**config.mk**
```make
export PLATFORM = sky130hd
export DESIGN_NAME = timer_top
export DESIGN_NICKNAME = d
export VERILOG_FILES = /design/src/timer_pkg.sv /design/src/preset_timer.sv /design/src/tick_stamper.sv /design/src/event_fifo.sv /design/src/wb_timer_regs.sv /design/src/timer_top.sv
export SDC_FILE = /design/constraint.sdc
export NUM_CORES = 1
export LEC_CHECK = 0
export BUFFER_PORTS_ARGS = -buffer_cell sky130_fd_sc_hd__buf_2
export CAP_MARGIN = 10
export CORE_AREA = 4 4 224 182
export CTS_BUF_LIST = sky130_fd_sc_hd__clkbuf_4 sky130_fd_sc_hd__clkbuf_8
export CTS_CLUSTER_DIAMETER = 200
export CTS_CLUSTER_SIZE = 12
export DETAILED_ROUTE_END_ITERATION = 8
export DIE_AREA = 0 0 228 186
export PLACE_DENSITY = 0.68
export SYNTH_ARGS = -nofsm -noshare
export SYNTH_HDL_FRONTEND = slang
export SYNTH_SLANG_ARGS = --single-unit
```
**constraint.sdc**
```tcl
create_clock -name clk_i -period 5.7 [get_ports clk_i]
set_input_delay 1.14 -clock clk_i [delete_from_list [all_inputs] [get_ports clk_i]]
set_output_delay 1.14 -clock clk_i [all_outputs]
set_load 0.05 [all_outputs]
```
**src/timer_pkg.sv**
```systemverilog
package timer_pkg;

    // period counter width
    localparam int PERIOD_W = 24;

    // shorter periods get clamped up to this
    localparam int MIN_PERIOD = 2;

    // free-running timestamp width, wraps at 2^24
    localparam int TS_W = 24;

    // event sequence number width, wraps at 128
    localparam int SEQ_W = 7;

    // event buffer geometry
    localparam int FIFO_DEPTH = 8;
    localparam int FIFO_PTR_W = 3;
    localparam int FIFO_LVL_W = 4;

    // one timer event, 31 bits
    // seq sits above stamp so the event register can use it directly
    typedef struct packed {
        logic [SEQ_W-1:0] seq;
        logic [TS_W-1:0]  stamp;
    } timer_event_t;

    // wishbone classic request from the host
    typedef struct packed {
        logic        cyc;
        logic        stb;
        logic        we;
        logic [1:0]  adr;
        logic [31:0] dat;
    } wb_req_t;

    // register map, doubles as the bus opcode
    typedef enum logic [1:0] {
        REG_CTRL   = 2'd0,
        REG_PERIOD = 2'd1,
        REG_STATUS = 2'd2,
        REG_EVENT  = 2'd3
    } reg_addr_e;

endpackage

```
**src/preset_timer.sv**
```systemverilog
`timescale 1ns/1ps

module preset_timer
    import timer_pkg::*;
(
    input  logic                clk_i,
    input  logic                rst_i,
    input  logic                enable_i,
    input  logic [PERIOD_W-1:0] period_i,
    input  logic                period_wr_i,
    output logic [PERIOD_W-1:0] period_o,
    output logic                tick_o
);

    localparam logic [PERIOD_W-1:0] MIN_P = PERIOD_W'(MIN_PERIOD);

    // period in use, always >= MIN_PERIOD
    logic [PERIOD_W-1:0] period_q;
    // counts period-1 down to 0
    logic [PERIOD_W-1:0] count_q;
    logic                tick_q;

    // clamped version of the incoming write value
    logic [PERIOD_W-1:0] period_clamped;

    // terminal count reached
    logic                at_end;

    always_comb begin
        if (period_i < MIN_P) begin
            period_clamped = MIN_P;
        end else begin
            period_clamped = period_i;
        end
    end

    assign at_end = (count_q == '0);

    always_ff @(posedge clk_i) begin
        if (rst_i) begin
            period_q <= MIN_P;
            count_q  <= MIN_P - 1'b1;
            tick_q   <= 1'b0;
        end else if (period_wr_i) begin
            // new period restarts the count from the top
            period_q <= period_clamped;
            count_q  <= period_clamped - 1'b1;
            tick_q   <= 1'b0;
        end else if (enable_i) begin
            // one tick every period enabled cycles
            tick_q <= at_end;
            if (at_end) begin
                count_q <= period_q - 1'b1;
            end else begin
                count_q <= count_q - 1'b1;
            end
        end else begin
            // disabled, count holds
            tick_q <= 1'b0;
        end
    end

    assign period_o = period_q;
    assign tick_o   = tick_q;

endmodule

```
**src/tick_stamper.sv**
```systemverilog
`timescale 1ns/1ps

module tick_stamper
    import timer_pkg::*;
(
    input  logic         clk_i,
    input  logic         rst_i,
    input  logic         tick_i,
    input  logic         full_i,
    output logic         push_o,
    output timer_event_t event_o,
    output logic         drop_o
);

    // free-running cycle count, runs even while the timer is off
    logic [TS_W-1:0]  cycle_q;
    // next sequence number to hand out
    logic [SEQ_W-1:0] seq_q;
    // record waiting to go out this cycle
    logic             pend_q;
    timer_event_t     event_q;

    always_ff @(posedge clk_i) begin
        if (rst_i) begin
            cycle_q <= '0;
            seq_q   <= '0;
            pend_q  <= 1'b0;
        end else begin
            cycle_q <= cycle_q + 1'b1;
            pend_q  <= tick_i;
            // dropped ticks still consume a seq value
            if (tick_i) begin
                seq_q <= seq_q + 1'b1;
            end
        end
    end

    // record payload, stamp is the count seen at the tick
    always_ff @(posedge clk_i) begin
        if (tick_i) begin
            event_q.seq   <= seq_q;
            event_q.stamp <= cycle_q;
        end
    end

    // push one cycle after the tick unless the fifo has no room
    assign push_o  = pend_q & ~full_i;
    assign drop_o  = pend_q & full_i;
    assign event_o = event_q;

endmodule

```
**src/event_fifo.sv**
```systemverilog
`timescale 1ns/1ps

module event_fifo
    import timer_pkg::*;
(
    input  logic                  clk_i,
    input  logic                  rst_i,
    input  logic                  push_i,
    input  timer_event_t          event_i,
    input  logic                  pop_i,
    output timer_event_t          head_o,
    output logic                  empty_o,
    output logic                  full_o,
    output logic [FIFO_LVL_W-1:0] level_o
);

    timer_event_t mem [FIFO_DEPTH];

    logic [FIFO_PTR_W-1:0] wr_ptr_q;
    logic [FIFO_PTR_W-1:0] rd_ptr_q;
    logic [FIFO_LVL_W-1:0] level_q;

    // qualified strobes, full push and empty pop are ignored
    logic do_push;
    logic do_pop;

    assign empty_o = (level_q == '0);
    assign full_o  = (level_q == FIFO_LVL_W'(FIFO_DEPTH));
    assign do_push = push_i & ~full_o;
    assign do_pop  = pop_i & ~empty_o;

    // storage, no reset needed on the entries
    always_ff @(posedge clk_i) begin
        if (do_push) begin
            mem[wr_ptr_q] <= event_i;
        end
    end

    always_ff @(posedge clk_i) begin
        if (rst_i) begin
            wr_ptr_q <= '0;
            rd_ptr_q <= '0;
            level_q  <= '0;
        end else begin
            // pointers wrap naturally at depth 8
            if (do_push) begin
                wr_ptr_q <= wr_ptr_q + 1'b1;
            end
            if (do_pop) begin
                rd_ptr_q <= rd_ptr_q + 1'b1;
            end
            // simultaneous push and pop leaves level alone
            if (do_push && !do_pop) begin
                level_q <= level_q + 1'b1;
            end else if (do_pop && !do_push) begin
                level_q <= level_q - 1'b1;
            end
        end
    end

    // first-word-fall-through head
    assign head_o  = mem[rd_ptr_q];
    assign level_o = level_q;

endmodule

```
**src/wb_timer_regs.sv**
```systemverilog
`timescale 1ns/1ps

module wb_timer_regs
    import timer_pkg::*;
(
    input  logic                  clk_i,
    input  logic                  rst_i,
    input  wb_req_t               wb_i,
    output logic [31:0]           wb_dat_o,
    output logic                  wb_ack_o,
    output logic                  enable_o,
    output logic [PERIOD_W-1:0]   period_data_o,
    output logic                  period_wr_o,
    input  logic [PERIOD_W-1:0]   period_i,
    input  timer_event_t          head_i,
    input  logic                  empty_i,
    input  logic [FIFO_LVL_W-1:0] level_i,
    input  logic                  drop_i,
    output logic                  pop_o
);

    logic                ack_q;
    logic [31:0]         dat_q;
    logic                enable_q;
    logic                overflow_q;
    logic [PERIOD_W-1:0] period_data_q;
    logic                period_wr_q;

    // new bus cycle, only while ack is not already out
    logic      req;
    logic      wr;
    logic      rd;
    reg_addr_e addr;
    logic [31:0] rd_data;

    assign req  = wb_i.cyc & wb_i.stb & ~ack_q;
    assign wr   = req & wb_i.we;
    assign rd   = req & ~wb_i.we;
    assign addr = reg_addr_e'(wb_i.adr);

    // read mux
    always_comb begin
        case (addr)
            REG_CTRL:   rd_data = {31'd0, enable_q};
            REG_PERIOD: rd_data = {{(32 - PERIOD_W){1'b0}}, period_i};
            REG_STATUS: rd_data = {23'd0, overflow_q, {(8 - FIFO_LVL_W){1'b0}}, level_i};
            // valid bit on top, zero word when nothing is queued
            REG_EVENT:  rd_data = empty_i ? 32'd0 : {1'b1, head_i};
            default:    rd_data = 32'd0;
        endcase
    end

    // pop lands on the same edge that raises ack
    assign pop_o = rd & (addr == REG_EVENT) & ~empty_i;

    always_ff @(posedge clk_i) begin
        if (rst_i) begin
            ack_q       <= 1'b0;
            enable_q    <= 1'b0;
            overflow_q  <= 1'b0;
            period_wr_q <= 1'b0;
        end else begin
            ack_q       <= req;
            period_wr_q <= wr & (addr == REG_PERIOD);
            if (wr && addr == REG_CTRL) begin
                enable_q <= wb_i.dat[0];
            end
            // a drop in the same cycle as the clear wins
            if (drop_i) begin
                overflow_q <= 1'b1;
            end else if (wr && addr == REG_STATUS) begin
                overflow_q <= 1'b0;
            end
        end
    end

    // payload side
    always_ff @(posedge clk_i) begin
        if (rd) begin
            dat_q <= rd_data;
        end
        if (wr && addr == REG_PERIOD) begin
            period_data_q <= wb_i.dat[PERIOD_W-1:0];
        end
    end

    assign wb_ack_o      = ack_q;
    assign wb_dat_o      = dat_q;
    assign enable_o      = enable_q;
    assign period_data_o = period_data_q;
    assign period_wr_o   = period_wr_q;

endmodule

```
**src/timer_top.sv**
```systemverilog
`timescale 1ns/1ps

module timer_top
    import timer_pkg::*;
(
    input  logic        clk_i,
    input  logic        rst_i,
    input  wb_req_t     wb_i,
    output logic [31:0] wb_dat_o,
    output logic        wb_ack_o
);

    // register block to timer
    logic                  enable;
    logic [PERIOD_W-1:0]   period_data;
    logic                  period_wr;
    logic [PERIOD_W-1:0]   period;

    // timer to stamper
    logic                  tick;

    // stamper to fifo
    logic                  push;
    timer_event_t          event_rec;
    logic                  drop;
    logic                  full;

    // fifo to register block
    logic                  pop;
    timer_event_t          head;
    logic                  empty;
    logic [FIFO_LVL_W-1:0] level;

    preset_timer u_timer (
        .clk_i       (clk_i),
        .rst_i       (rst_i),
        .enable_i    (enable),
        .period_i    (period_data),
        .period_wr_i (period_wr),
        .period_o    (period),
        .tick_o      (tick)
    );

    tick_stamper u_stamper (
        .clk_i   (clk_i),
        .rst_i   (rst_i),
        .tick_i  (tick),
        .full_i  (full),
        .push_o  (push),
        .event_o (event_rec),
        .drop_o  (drop)
    );

    event_fifo u_fifo (
        .clk_i   (clk_i),
        .rst_i   (rst_i),
        .push_i  (push),
        .event_i (event_rec),
        .pop_i   (pop),
        .head_o  (head),
        .empty_o (empty),
        .full_o  (full),
        .level_o (level)
    );

    wb_timer_regs u_regs (
        .clk_i         (clk_i),
        .rst_i         (rst_i),
        .wb_i          (wb_i),
        .wb_dat_o      (wb_dat_o),
        .wb_ack_o      (wb_ack_o),
        .enable_o      (enable),
        .period_data_o (period_data),
        .period_wr_o   (period_wr),
        .period_i      (period),
        .head_i        (head),
        .empty_i       (empty),
        .level_i       (level),
        .drop_i        (drop),
        .pop_o         (pop)
    );

endmodule

```
* Word level (Yosys, flattened, before mapping) *
Memory sizes are Yosys's and may differ from the RTL's. A register that Yosys moved wholly into a read port is not among the register bits.
Index checks and enable logic that the tools add are counted.

operators by class
  add/sub/neg operators = 9
  equal/unequal tests = 4
  mux-type cells = 14
  reductions and logical operators = 14
  magnitude comparators = 1
  bitwise gates (word level) = 16

operator list
  operator               number
  $pmux 32 s4            1
  $mux 24                4
  $sub 24x1->24 const B  3
  $mux 32                1
  $add 24x1->24 const B  1
  $logic_not 24->1       1
  $lt 24x2->1 const B    1
  $and 1x1->1            11
  $mux 4                 2
  $add 7x1->7 const B    1
  $add 3x1->3 const B    2
  $mux 3                 2
  $reduce_bool 2->1      3
  $logic_and 1x1->1      5
  $not 1->1              5
  $add 4x1->4 const B    1
  $eq 2x2->1 const B     2
  $eq 4x4->1 const B     1
  $logic_not 4->1        1
  $mux 1                 4
  $sub 4x1->4 const B    1
  $reduce_or 3->1        1
  $eq 2x1->1 const B     1
  $logic_not 1->1        2
  $logic_not 2->1        1

storage, ports and cells
  memory bits (writable) = 248
  memories = 1
  flip-flop bits (word level) = 182
  output and inout bits = 33

memory list
  memory      words  bits a word  read ports  clocked after Yosys merged registers in  wr ports  line              RTL
  u_fifo.mem  8      31           1           1                                        1         event_fifo.sv:17  timer_event_t mem [FIFO_DEPTH];

* Depth between registers and ports, before layout *
Gate-level depths: netlist (run 1).

  depth in word-level cells = 9
  depth in mapped cells = 14
  mapped depth without buffers = 13

* Hierarchy *
A second synthesis (run 1) with hierarchy kept.

unflattened totals
  cells, all modules = 1,122
  area, all modules = 17,703.2 µm²

by module, submodules not included
  module         area each (µm²)  cells an instance  seq. area each (µm²)  instances
  event_fifo     10,204.8         431                7,707.4               1
  preset_timer   2,846.5          347                980.9                 1
  wb_timer_regs  2,333.5          157                1,761.7               1
  tick_stamper   2,318.5          187                1,571.5               1

* Worst setup path before layout (run 1) *
Ideal clock, no wire load.

  path type = register to register
  start point = register u_fifo.level_q[0] (netlist: u_fifo.level_o[0])
  end point = memory u_fifo.mem[0][0] (netlist bit), enable pin
  clock period less this slack = 4,166 ps
  path slack = 1,534 ps
  required time = 5,203 ps
  arrival = 3,669 ps
  setup time = 497 ps
  stages on the path, launching flop included = 5
  cells stage by stage = dfxtp_1 > nor3_1 > nand2_1 > nand2_1 > nor4_1

on the way
  longest elaborated chain between the ends = 6

RTL lines
  element                           line                                  RTL
  from (decl)                       event_fifo.sv:21                      logic [FIFO_LVL_W-1:0] level_q;
  from (signal assigned)            event_fifo.sv:54                      level_q <= level_q + 1'b1;
  from (signal assigned)            event_fifo.sv:56                      level_q <= level_q - 1'b1;
  $eq 4x4->1 (*)                    event_fifo.sv:28                      assign full_o = (level_q == FIFO_LVL_W'(FIFO_DEPTH));
  $not 1->1 (*)                     tick_stamper.sv:47, event_fifo.sv:29
  $and 1x1->1                       tick_stamper.sv:47                    assign push_o = pend_q & ~full_i;
  $and 1x1->1 (*)                   event_fifo.sv:29                      assign do_push = push_i & ~full_o;
  $mux 1 (*)                        event_fifo.sv:34                      if (do_push) begin
  $mux 1 (implied by the code) (*)  event_fifo.sv:35                      mem[wr_ptr_q] <= event_i;
  to (decl)                         event_fifo.sv:17

Every way passes the cells marked *; elsewhere a longest branch is shown, timed or not.

* Worst setup path in the final report (run 1) *
  start point = register u_regs.period_data_q[4] (netlist: u_regs.period_data_o[4])
  end point = register u_timer.count_q[20]

on the way
  longest elaborated chain between the ends = 4

RTL lines
  element                 line                 RTL
  from (decl)             wb_timer_regs.sv:26  logic [PERIOD_W-1:0] period_data_q;
  from (signal assigned)  wb_timer_regs.sv:83  period_data_q <= wb_i.dat[PERIOD_W-1:0];
  $lt 24x2->1             preset_timer.sv:30   if (period_i < MIN_P) begin
  $mux 24 (*)             preset_timer.sv:30
  $sub 24x1->24 (*)       preset_timer.sv:47   count_q <= period_clamped - 1'b1;
  $mux 24 (*)             preset_timer.sv:44   end else if (period_wr_i) begin
  to (signal assigned)    preset_timer.sv:42   count_q <= MIN_P - 1'b1;
  to (signal assigned)    preset_timer.sv:47
  to (signal assigned)    preset_timer.sv:53   count_q <= period_q - 1'b1;
  to (decl)               preset_timer.sv:20   logic [PERIOD_W-1:0] count_q;

Marks and branches as above.
A chain may end at the register's enable or synchronous reset.

==> results of run 1 <==
-- cell usage after synthesis, drive strengths merged, types with 4 or more instances --
| library cell | count | share of area, % |
|---|---|---|
| edfxtp | 335 | 58 |
| nor2 | 137 | 3.0 |
| dfxtp | 98 | 11 |
| mux4 | 62 | 8.1 |
| a21oi | 57 | 1.7 |
| nand2 | 48 | 1.1 |
| clkbuf | 42 | 0.92 |
| mux2i | 40 | 2.3 |
| o21ai | 27 | 0.81 |
| nand2b | 24 | 0.87 |
| nor3 | 21 | 0.61 |
| a311oi | 19 | 1.1 |
| buf | 19 | 0.60 |
| xor2 | 18 | 0.92 |
| xnor2 | 16 | 0.81 |
| inv | 15 | 0.33 |
| a31oi | 13 | 0.47 |
| nor4 | 13 | 0.47 |
| or3 | 13 | 0.47 |
| nand3 | 11 | 0.32 |
| nand4 | 11 | 0.40 |
| o31ai | 9 | 0.39 |
| ha | 8 | 0.58 |
| nor2b | 8 | 0.29 |
| a211oi | 7 | 0.31 |
| or4 | 6 | 0.26 |
| o221ai | 5 | 0.25 |
| or2 | 5 | 0.18 |
| a22oi | 4 | 0.17 |
| and2 | 4 | 0.15 |
| and3 | 4 | 0.17 |
| nor4b | 4 | 0.20 |
| o22ai | 4 | 0.15 |
| o311ai | 4 | 0.20 |
-- layer usage --
layer	track usage, %	vias to the layer above	share of wire, %
li1	-	4526	-
met1	26.1	5017	45
met2	27.1	337	45
met3	3.38	61	7.3
met4	5.24	0	2.5
met5	0	-	0
-- power breakdown --
part	internal (mW)	switching, mW
registers	3.37	0.0108
logic	0.0385	0.104
clock network	0.909	1.02
total	4.31	1.14
-- state kept, by name, summed over array words and instances, names as in the netlist, named ones only --
signal	cells
u_fifo.mem	248
u_regs.wb_dat_o	32
u_stamper.event_o	31
u_regs.period_data_o	24
u_stamper.cycle_q	24
u_timer.count_q	24
u_timer.period_o	24
u_stamper.seq_q	7
u_fifo.level_o	4
u_fifo.rd_ptr_q	3
u_fifo.wr_ptr_q	3
u_regs.enable_o	1
u_regs.overflow_q	1
u_regs.period_wr_o	1
u_regs.wb_ack_o	1
u_stamper.pend_q	1
u_timer.tick_o	1
-- worst max-delay path: stages (launching register included) --
cell and delay [ns]:
edfxtp_1 0.42, nor3_1 0.54, nand4_1 0.40, o21ai_0 0.27, a21o_1 0.25, ha_1 0.33, o2111ai_1 0.15, a31oi_1 0.29
o21ai_2 0.17, or3_1 0.55, or4_1 0.52, a311oi_1 0.27
-- logic make-up (layout without fill, tap and decap cells) --
family          after synthesis  in the layout  share of synthesized area, %
compound gates              168            168                          6.41
simple gates                320            320                          9.02
mux                         102            102                          10.4
fa+ha+maj                     9              9                         0.698
flops                       433            433                          69.9
xor+xnor                     34             34                          1.73
buf+inv                      76            174                          1.85
-- cell type report --
type	count	share of cell area, %
sequential	433	63.5
clock buffer	74	4.32
multi-input combinational	633	26.0
timing repair buffer	81	2.39
tap	495	3.27
inverter	15	0.297
clock inverter	4	0.185
-- through the flow --
stage / utilization (%) / hold WS [ns]
final: 49.6 / 0.451
after global routing: 49.6 / 0.493
after CTS: 49.6 / 0.457
after detailed placement: 47.4 / 0.437
after global placement: 47.4 / 0.428
after floorplan: - / 0.417
-- worst paths after layout --
path / to / depth (start not counted) / from / slack, ns
setup / recovery: u_timer.count_q[20] / 11 / u_regs.period_data_o[4] / 1.45
hold / removal: u_stamper.event_o[30] / 0 / u_stamper.seq_q[6] / 0.45
setup reg to reg: u_timer.count_q[20] / 11 / u_regs.period_data_o[4] / 1.45
hold reg to reg: u_stamper.event_o[30] / 0 / u_stamper.seq_q[6] / 0.45
==> flow_summary.json, run 1 <==
{
  "outcome": "complete, no violations",
  "cts_sinks": 433,
  "design_area_sq_mm": 0.0189,
  "max_freq_mhz": 235,
  "drive_gt1_share_pct": 19.9,
  "area_growth_pct": 10.1,
  "io-pin-count": 72,
  "htreeDepth": 2,
  "fin_skew_ns": 0.0447,
  "num_rows": 64,
  "totalWireLength_um": 37600,
  "synth_cell_type_count": 61,
  "grt_max_degree": 62,
  "synth_seq_cells": 433,
  "finalPower_mw": 5.45,
  "layout_setup_ws_ns": 1.45,
  "n_fill_cell": 3148,
  "p_leak_nw": 5.92,
  "drt_iter0_drc": 997,
  "synth_nets": 1190,
  "worstSkewPairLatency_ns": 0.59,
  "dp.cells": 1657,
  "async_reset_ff_share_pct": 0,
  "syn-instance-count": 1142,
  "start_kind": "flip-flop",
  "setup_tns_ns": 0,
  "relSlewSlack_pct": 36.7,
  "grt_pass1_vias": 9758,
  "powerDensity_mw_per_mm2": 288,
  "cts_resized": 0,
  "gp_congestion": 0.854,
  "antenna_found_initial": 0,
  "fin_crit_sh_pct": 74.5,
  "postCtsSetupBuffers": 0,
  "firstDrtPassIters": 5,
  "multi_input_area_sq_mm": 0.00493,
  "antenna_cells": 0,
  "die_y_um": 186,
  "die_w_um": 228,
  "synth_edf_count": 335,
  "dieArea_sq_mm": 0.0424,
  "wl_per_cell_um": 21.7,
  "hpwl_um": 22700,
  "layout_commonest_cell": "edfxtp_1",
  "worst-path-max-fanout": 9,
  "via_per_inst": 5.73,
  "clk_path_buf_depth": 3,
  "min_path_type": "flip-flop to flip-flop",
  "syn_area_per_cell_sq_um": 15.1,
  "vias": 9941,
  "mostFrequentLayoutCells": "335 x edfxtp_1, 132 x nor2_1, 93 x dfxtp_1",
  "cts_made_buffers": 42,
  "min_period_ns": 4.25,
  "io_buffer_count": 63,
  "seq_area_sq_mm": 0.0120,
  "grt_pass1_wl_um": 58000,
  "arrival_ns": 4.76,
  "path_class": "flip-flop to flip-flop",
  "num-nets-final": 1254,
  "max_cap_violations": 0,
  "drc": 0,
  "ir_drop_mv": 0.155,
  "synth_ff_type": "edfxtp_1",
  "final_max_slew_viol_count": 0,
  "initial_core_util_pct": 45.1,
  "cts_tree": "built",
  "syn_area_sq_mm": 0.0172,
  "gr-total-overflow": 0,
  "ys_warn_count": 0,
  "cts_root_buffer": "clkbuf_8",
  "rsz0062_at_grt": "no",
  "crit_required_ns": 6.21,
  "final_antenna_net_count": 0,
  "finalSetupViolCount": 0,
  "tightest_slew_ns": 0.935,
  "cts.reportedPaths.clkPinSlew_ns": 0.09,
  "place_ws_ns": 1.59,
  "finalHoldViolCount": 0,
  "holdBufCountCts": 0,
  "core_area_sq_mm": 0.0382,
  "yosysSeqAreaShare_pct": 69.9,
  "end_kind": "flip-flop",
  "track_usage_pct": 17.7,
  "layoutNonFillerInstCount": 1735,
  "dpl_cell_area_sq_mm": 0.0181
}
(Power assumes the default switching activity.)
==> run 2: changes to the inputs <==
Settings changed: ABC_AREA set to 1, CORE_AREA 4 4 224 182 to 4 4 228 185, DIE_AREA 0 0 228 186 to 0 0 232 189.
Clock period 5.7 ns to 4.15 ns, I/O delays scaled along.
==> flow_summary.json, run 2 <==
{
  "antenna_cells": 0,
  "gr-total-overflow": 0,
  "min_period_ns": 3.06,
  "fin_skew_ns": 0.0257,
  "worstSkewPairLatency_ns": 0.58,
  "cts.reportedPaths.clkPinSlew_ns": 0.09,
  "grt_pass1_vias": 11500,
  "arrival_ns": 3.55,
  "area_growth_pct": 10.3,
  "powerDensity_mw_per_mm2": 392,
  "synth_seq_cells": 433,
  "io-pin-count": 72,
  "die_y_um": 189,
  "grt_max_degree": 73,
  "seq_area_sq_mm": 0.0120,
  "gp_congestion": 0.880,
  "post-route-util_pct": 48.8,
  "antenna_found_initial": 1,
  "r2r-start": "u_fifo.level_o[0]",
  "wl_per_cell_um": 18.5,
  "relSlewSlack_pct": 21.0,
  "ir_drop_mv": 0.186,
  "final_antenna_net_count": 0,
  "firstDrtPassIters": 5,
  "synth_nets": 1643,
  "async_reset_ff_share_pct": 0,
  "crit_required_ns": 4.64,
  "n_fill_cell": 3573,
  "postCtsSetupBuffers": 0,
  "hold_depth": 1,
  "path_cells": "nor2_1 -> inv_1 -> o31ai_1 -> inv_1 -> ha_1 -> inv_1 -> ha_1 -> and3_1 -> a211oi_1 -> nor2_1 -> nor2_1 -> nand2_1 -> o21ai_0 -> a21oi_1",
  "finalPower_mw": 7.68,
  "synth_ff_type": "edfxtp_1",
  "track_usage_pct": 18.7,
  "dieArea_sq_mm": 0.0438,
  "yosysSeqAreaShare_pct": 67.7,
  "ff2ff_path_depth": 14,
  "r2r-end": "u_fifo.level_o[3]",
  "fin_crit_sh_pct": 73.8,
  "rsz0062_at_grt": "no",
  "design_area_sq_mm": 0.0196,
  "mostFrequentLayoutCells": "335 x edfxtp_1, 230 x nor2_1, 186 x nand2_1",
  "hold_start": "wb_i[18]",
  "holdBufCountCts": 0,
  "via_per_inst": 5.42,
  "syn_area_sq_mm": 0.0177,
  "ys_warn_count": 0,
  "drive_gt1_share_pct": 14.7,
  "finalSetupViolCount": 0,
  "multi_input_area_sq_mm": 0.00502,
  "yosysTopAreaCell": "edfxtp_1",
  "setup_tns_ns": 0,
  "p_leak_nw": 6.42,
  "max_cap_violations": 0,
  "core_area_sq_mm": 0.0401,
  "synth_top_area_share_pct": 56.7,
  "clk_path_buf_depth": 3,
  "num_rows": 66,
  "cts_made_buffers": 42,
  "initial_core_util_pct": 44.2,
  "min_path_type": "primary input to flip-flop",
  "vias": 12100,
  "slowest_stage": "o31ai_1",
  "yosysMostFrequentCell": "edfxtp_1",
  "start_kind": "flip-flop",
  "io_buffer_count": 63,
  "final_max_slew_viol_count": 0,
  "syn_area_per_cell_sq_um": 11.1,
  "totalWireLength_um": 41300,
  "path_class": "flip-flop to flip-flop",
  "layout_commonest_cell": "edfxtp_1",
  "largest_reg_flops": 248,
  "drc": 0,
  "htreeDepth": 2,
  "grt_pass1_wl_um": 64600,
  "die_w_um": 232,
  "cts_tree": "built",
  "cts_sinks": 433,
  "slowest_delay_ns": 0.51,
  "synthTopCellsByCount": "335 x edfxtp_1, 240 x nor2_1, 186 x nand2_1",
  "finalHoldViolCount": 0,
  "outcome": "complete, no violations",
  "ff2ff_setup_slack_ns": 1.09,
  "hold-path-endpoint": "u_regs.period_data_o[18]",
  "synth_cell_type_count": 47,
  "tightest_slew_ns": 1.18,
  "max_freq_mhz": 327,
  "largest_register": "u_fifo.mem",
  "cts_resized": 0,
  "layoutNonFillerInstCount": 2230,
  "dp.cells": 2152,
  "drt_iter0_drc": 1201,
  "synth_edf_count": 335,
  "num-nets-final": 1700,
  "hpwl_um": 25300,
  "syn-instance-count": 1595,
  "synth_area_leaders": "edfxtp_1 57%, dfxtp_1 11%, o21ai_0 5.1%",
  "end_kind": "flip-flop",
  "worst-path-max-fanout": 6,
  "cts_root_buffer": "clkbuf_8",
  "dpl_cell_area_sq_mm": 0.0187
}
run 2: power breakdown:
part	internal, mW	switching (mW)
clock network	1.25	1.42
registers	4.63	0.0129
logic	0.104	0.265
total	5.98	1.70
run 2: kinds of logic after synthesis:
group / count (synthesis) / share of synthesized area [%]
flip-flops: 433 / 67.7
AO/OA/AOI/OAI: 340 / 10.9
adder cells (fa/ha/maj): 9 / 0.677
XOR/XNOR: 9 / 0.444
AND/OR/NAND/NOR: 602 / 15.8
buffers and inverters: 202 / 4.48
run 2: final cells by class:
cell class | count | area share (%)
clock buffers | 74 | 4.18
clock inverters | 4 | 0.179
inverters | 125 | 2.42
multi-input cells | 960 | 25.6
flip-flops and latches | 433 | 61.4
well taps | 544 | 3.48
repair buffers | 90 | 2.71
run 2: how the worst max path moves through the flow:
stage                            from                end  cells after the start
floorplan                    wb_i[36]  u_fifo.level_o[3]                     15
global placement             wb_i[36]  u_fifo.level_o[3]                     16
detailed placement  u_fifo.level_o[0]  u_fifo.level_o[3]                     14
CTS                 u_fifo.level_o[0]  u_fifo.level_o[3]                     14
global route        u_fifo.level_o[0]  u_fifo.level_o[3]                     14
finish              u_fifo.level_o[0]  u_fifo.level_o[3]                     14
run 2: worst max-delay path: cells and delay by family (launching register included):
family / cells / cell delay, ns
buffers and inverters: 3 / 0.42
adders and majority gates: 2 / 0.55
and+or+nand+nor: 5 / 0.69
AOI/OAI and AO/OA: 4 / 0.93
DFF: 1 / 0.38
run 2: routing by layer:
metal	part of all wire, %	GRT usage [%]	up-vias
li1	-	-	5727
met1	46	27.9	5885
met2	45	28.8	409
met3	6.8	2.89	56
met4	1.8	4.87	2
met5	0.039	0	-
run 2: through the flow:
step / hold slack [ns] / setup WS [ns]
CTS: 0.367 / 1.08
floorplan: 0.408 / 0.469
detailed placement: 0.424 / 1.09
finish: 0.409 / 1.09
global route: 0.372 / 0.853
global placement: 0.412 / 1.14
==> run 3: changes to the inputs <==
Settings changed: ABC_AREA 1 to 0, CORE_AREA 4 4 228 185 to 4 4 224 182, DIE_AREA 0 0 232 189 to 0 0 228 186, PLACE_DENSITY 0.68 to 0.7.
Clock period 4.15 ns to 2.6 ns, I/O delays scaled along.
==> flow_summary.json, run 3 (synthesis results as in run 1) <==
{
  "hold_start": "wb_i[23]",
  "switching_share_pct": 21.1,
  "cts_sinks": 433,
  "dieArea_sq_mm": 0.0424,
  "layout_commonest_cell": "edfxtp_1",
  "track_usage_pct": 18.6,
  "r2r-start": "u_regs.period_data_o[19]",
  "pwr-share-seq_pct": 61.1,
  "antenna_found_initial": 0,
  "slowest_delay_ns": 0.49,
  "area_growth_pct": 20.2,
  "clk_path_buf_depth": 3,
  "end_kind": "flip-flop",
  "drive_gt1_share_pct": 32.6,
  "p_comb_share_pct": 3.8,
  "path_buf_inv": 1,
  "path_depth": 12,
  "final_max_slew_viol_count": 0,
  "drt-met1-wl_um": 18600,
  "highest_layer": "met4",
  "min_period_ns": 3.10,
  "drt_iter0_drc": 1067,
  "core_area_sq_mm": 0.0382,
  "mostFrequentLayoutCells": "335 x edfxtp_1, 146 x buf_4, 131 x nor2_1",
  "hpwl_um": 25800,
  "layout_setup_ws_ns": -0.499,
  "cts_made_buffers": 42,
  "totalWireLength_um": 40700,
  "cpMostUsedCell": "o21ai_2",
  "crit_path_start": "u_regs.period_data_o[19]",
  "fin_crit_sh_pct": 119,
  "seq_area_sq_mm": 0.0120,
  "htreeDepth": 2,
  "post-route-util_pct": 54.2,
  "worst-path-max-fanout": 6,
  "finalSetupViolCount": 13,
  "cts_root_buffer": "clkbuf_8",
  "initial_core_util_pct": 45.1,
  "multi_input_area_sq_mm": 0.00533,
  "p_leak_nw": 6.85,
  "path_cells": "nor4_4 -> buf_4 -> nand4_1 -> o21ai_2 -> a21o_4 -> ha_4 -> o2111ai_4 -> a31oi_4 -> o21ai_2 -> or3_4 -> or4_1 -> a311oi_1",
  "powerDensity_mw_per_mm2": 586,
  "grt_max_degree": 96,
  "ir_drop_mv": 0.338,
  "drc": 0,
  "io-pin-count": 72,
  "largest_register": "u_fifo.mem",
  "path_class": "flip-flop to flip-flop",
  "max_freq_mhz": 323,
  "rsz0062_at_grt": "yes",
  "die_y_um": 186,
  "path_delay_family": "simple AND/OR/NAND/NOR gates",
  "violations": "negative setup slack",
  "grt_pass1_vias": 10200,
  "switching_power_mw": 2.55,
  "slowest_stage": "or4_1",
  "num-nets-final": 1406,
  "largest_reg_flops": 248,
  "vias": 10600,
  "die_w_um": 228,
  "min_path_type": "primary input to flip-flop",
  "worstSkewPairLatency_ns": 0.59,
  "via_per_inst": 5.62,
  "final_antenna_net_count": 0,
  "tightest_slew_ns": 0.854,
  "cts.reportedPaths.clkPinSlew_ns": 0.08,
  "ff2ff_path_depth": 12,
  "p_clk_share_pct": 35.1,
  "hold_depth": 1,
  "gr-total-overflow": 0,
  "finalHoldViolCount": 0,
  "cts_tree": "built",
  "outcome": "finished with violations",
  "relSlewSlack_pct": 43.0,
  "antenna_cells": 0,
  "num_rows": 64,
  "start_kind": "flip-flop",
  "firstDrtPassIters": 5,
  "p_int_mw": 9.57,
  "io_buffer_count": 63,
  "fin_skew_ns": 0.0270,
  "wl_per_cell_um": 21.6,
  "grt_pass1_wl_um": 61300,
  "arrival_ns": 3.58,
  "n_fill_cell": 3009,
  "setup_tns_ns": -2.40,
  "gp_congestion": 0.896,
  "max_cap_violations": 0,
  "routed-wl-met3_um": 2720,
  "crit_required_ns": 3.08,
  "route.met2.wl_um": 18600
}
-- run 3: what timing repair did --
item | CTS | global route
hold buffers | 0 | 0
cloned | 1 | 2
pin swaps | 19 | 21
gates resized for setup | 22 | 39
setup endpoints to repair | 31 | 45
setup buffers | 7 | 13
-- run 3: power by group through the flow --
stage	clock (mW)	sequential [mW]	combinational (mW)
finish	4.26	7.40	0.460
floorplan	0	7.60	0.189
global route	4.68	7.41	0.487
CTS	4.37	7.40	0.423
global placement	0	7.56	0.395
detailed placement	0	7.56	0.399
-- run 3: path summary, 6_finish.rpt --
path,endpoint,slack (ns)
max,u_timer.count_q[16],-0.50
min,u_regs.period_data_o[23],0.11
max reg2reg,u_timer.count_q[16],-0.50
min reg2reg,u_stamper.event_o[23],0.44
-- run 3: per-stage QoR --
step | power (mW) | hold WS [ns] | worst slack, ns | instances | area, sq um
after detailed placement | 7.96 | 0.443 | -0.591 | 1788 | 19300
after floorplan | 7.79 | 0.417 | -0.759 | 1142 | 17300
final | 12.1 | 0.105 | -0.499 | 1886 | 20700
after global routing | 12.6 | 0.0609 | -0.585 | 1886 | 20700
after CTS | 12.2 | 0.0686 | -0.427 | 1872 | 20300
after global placement | 7.95 | 0.424 | -0.489 | 1788 | 19300
-- run 3: metal layers --
| layer | up-vias | track usage (%) |
|---|---|---|
| met1 | 5377 | 27.5 |
| met3 | 44 | 3.23 |
| met4 | 0 | 4.65 |
| met5 | - | 0 |
| met2 | 348 | 29.1 |
| li1 | 4834 | - |
-- run 3: cell type report --
type	instances	area share [%]
sequential	433	58.2
clock buffer	74	3.99
timing repair buffer	230	8.60
clock inverter	3	0.145
multi-input combinational	636	25.8
inverter	15	0.272
tap	495	2.99
-- run 3: worst reg2reg max path, stage by stage, from the launching register on --
cell       delay, ns
edfxtp_1        0.43
nor4_4          0.30
buf_4           0.15
nand4_1         0.13
o21ai_2         0.17
a21o_4          0.15
ha_4            0.15
o2111ai_4       0.10
a31oi_4         0.18
o21ai_2         0.08
or3_4           0.37
or4_1           0.49
a311oi_1        0.29
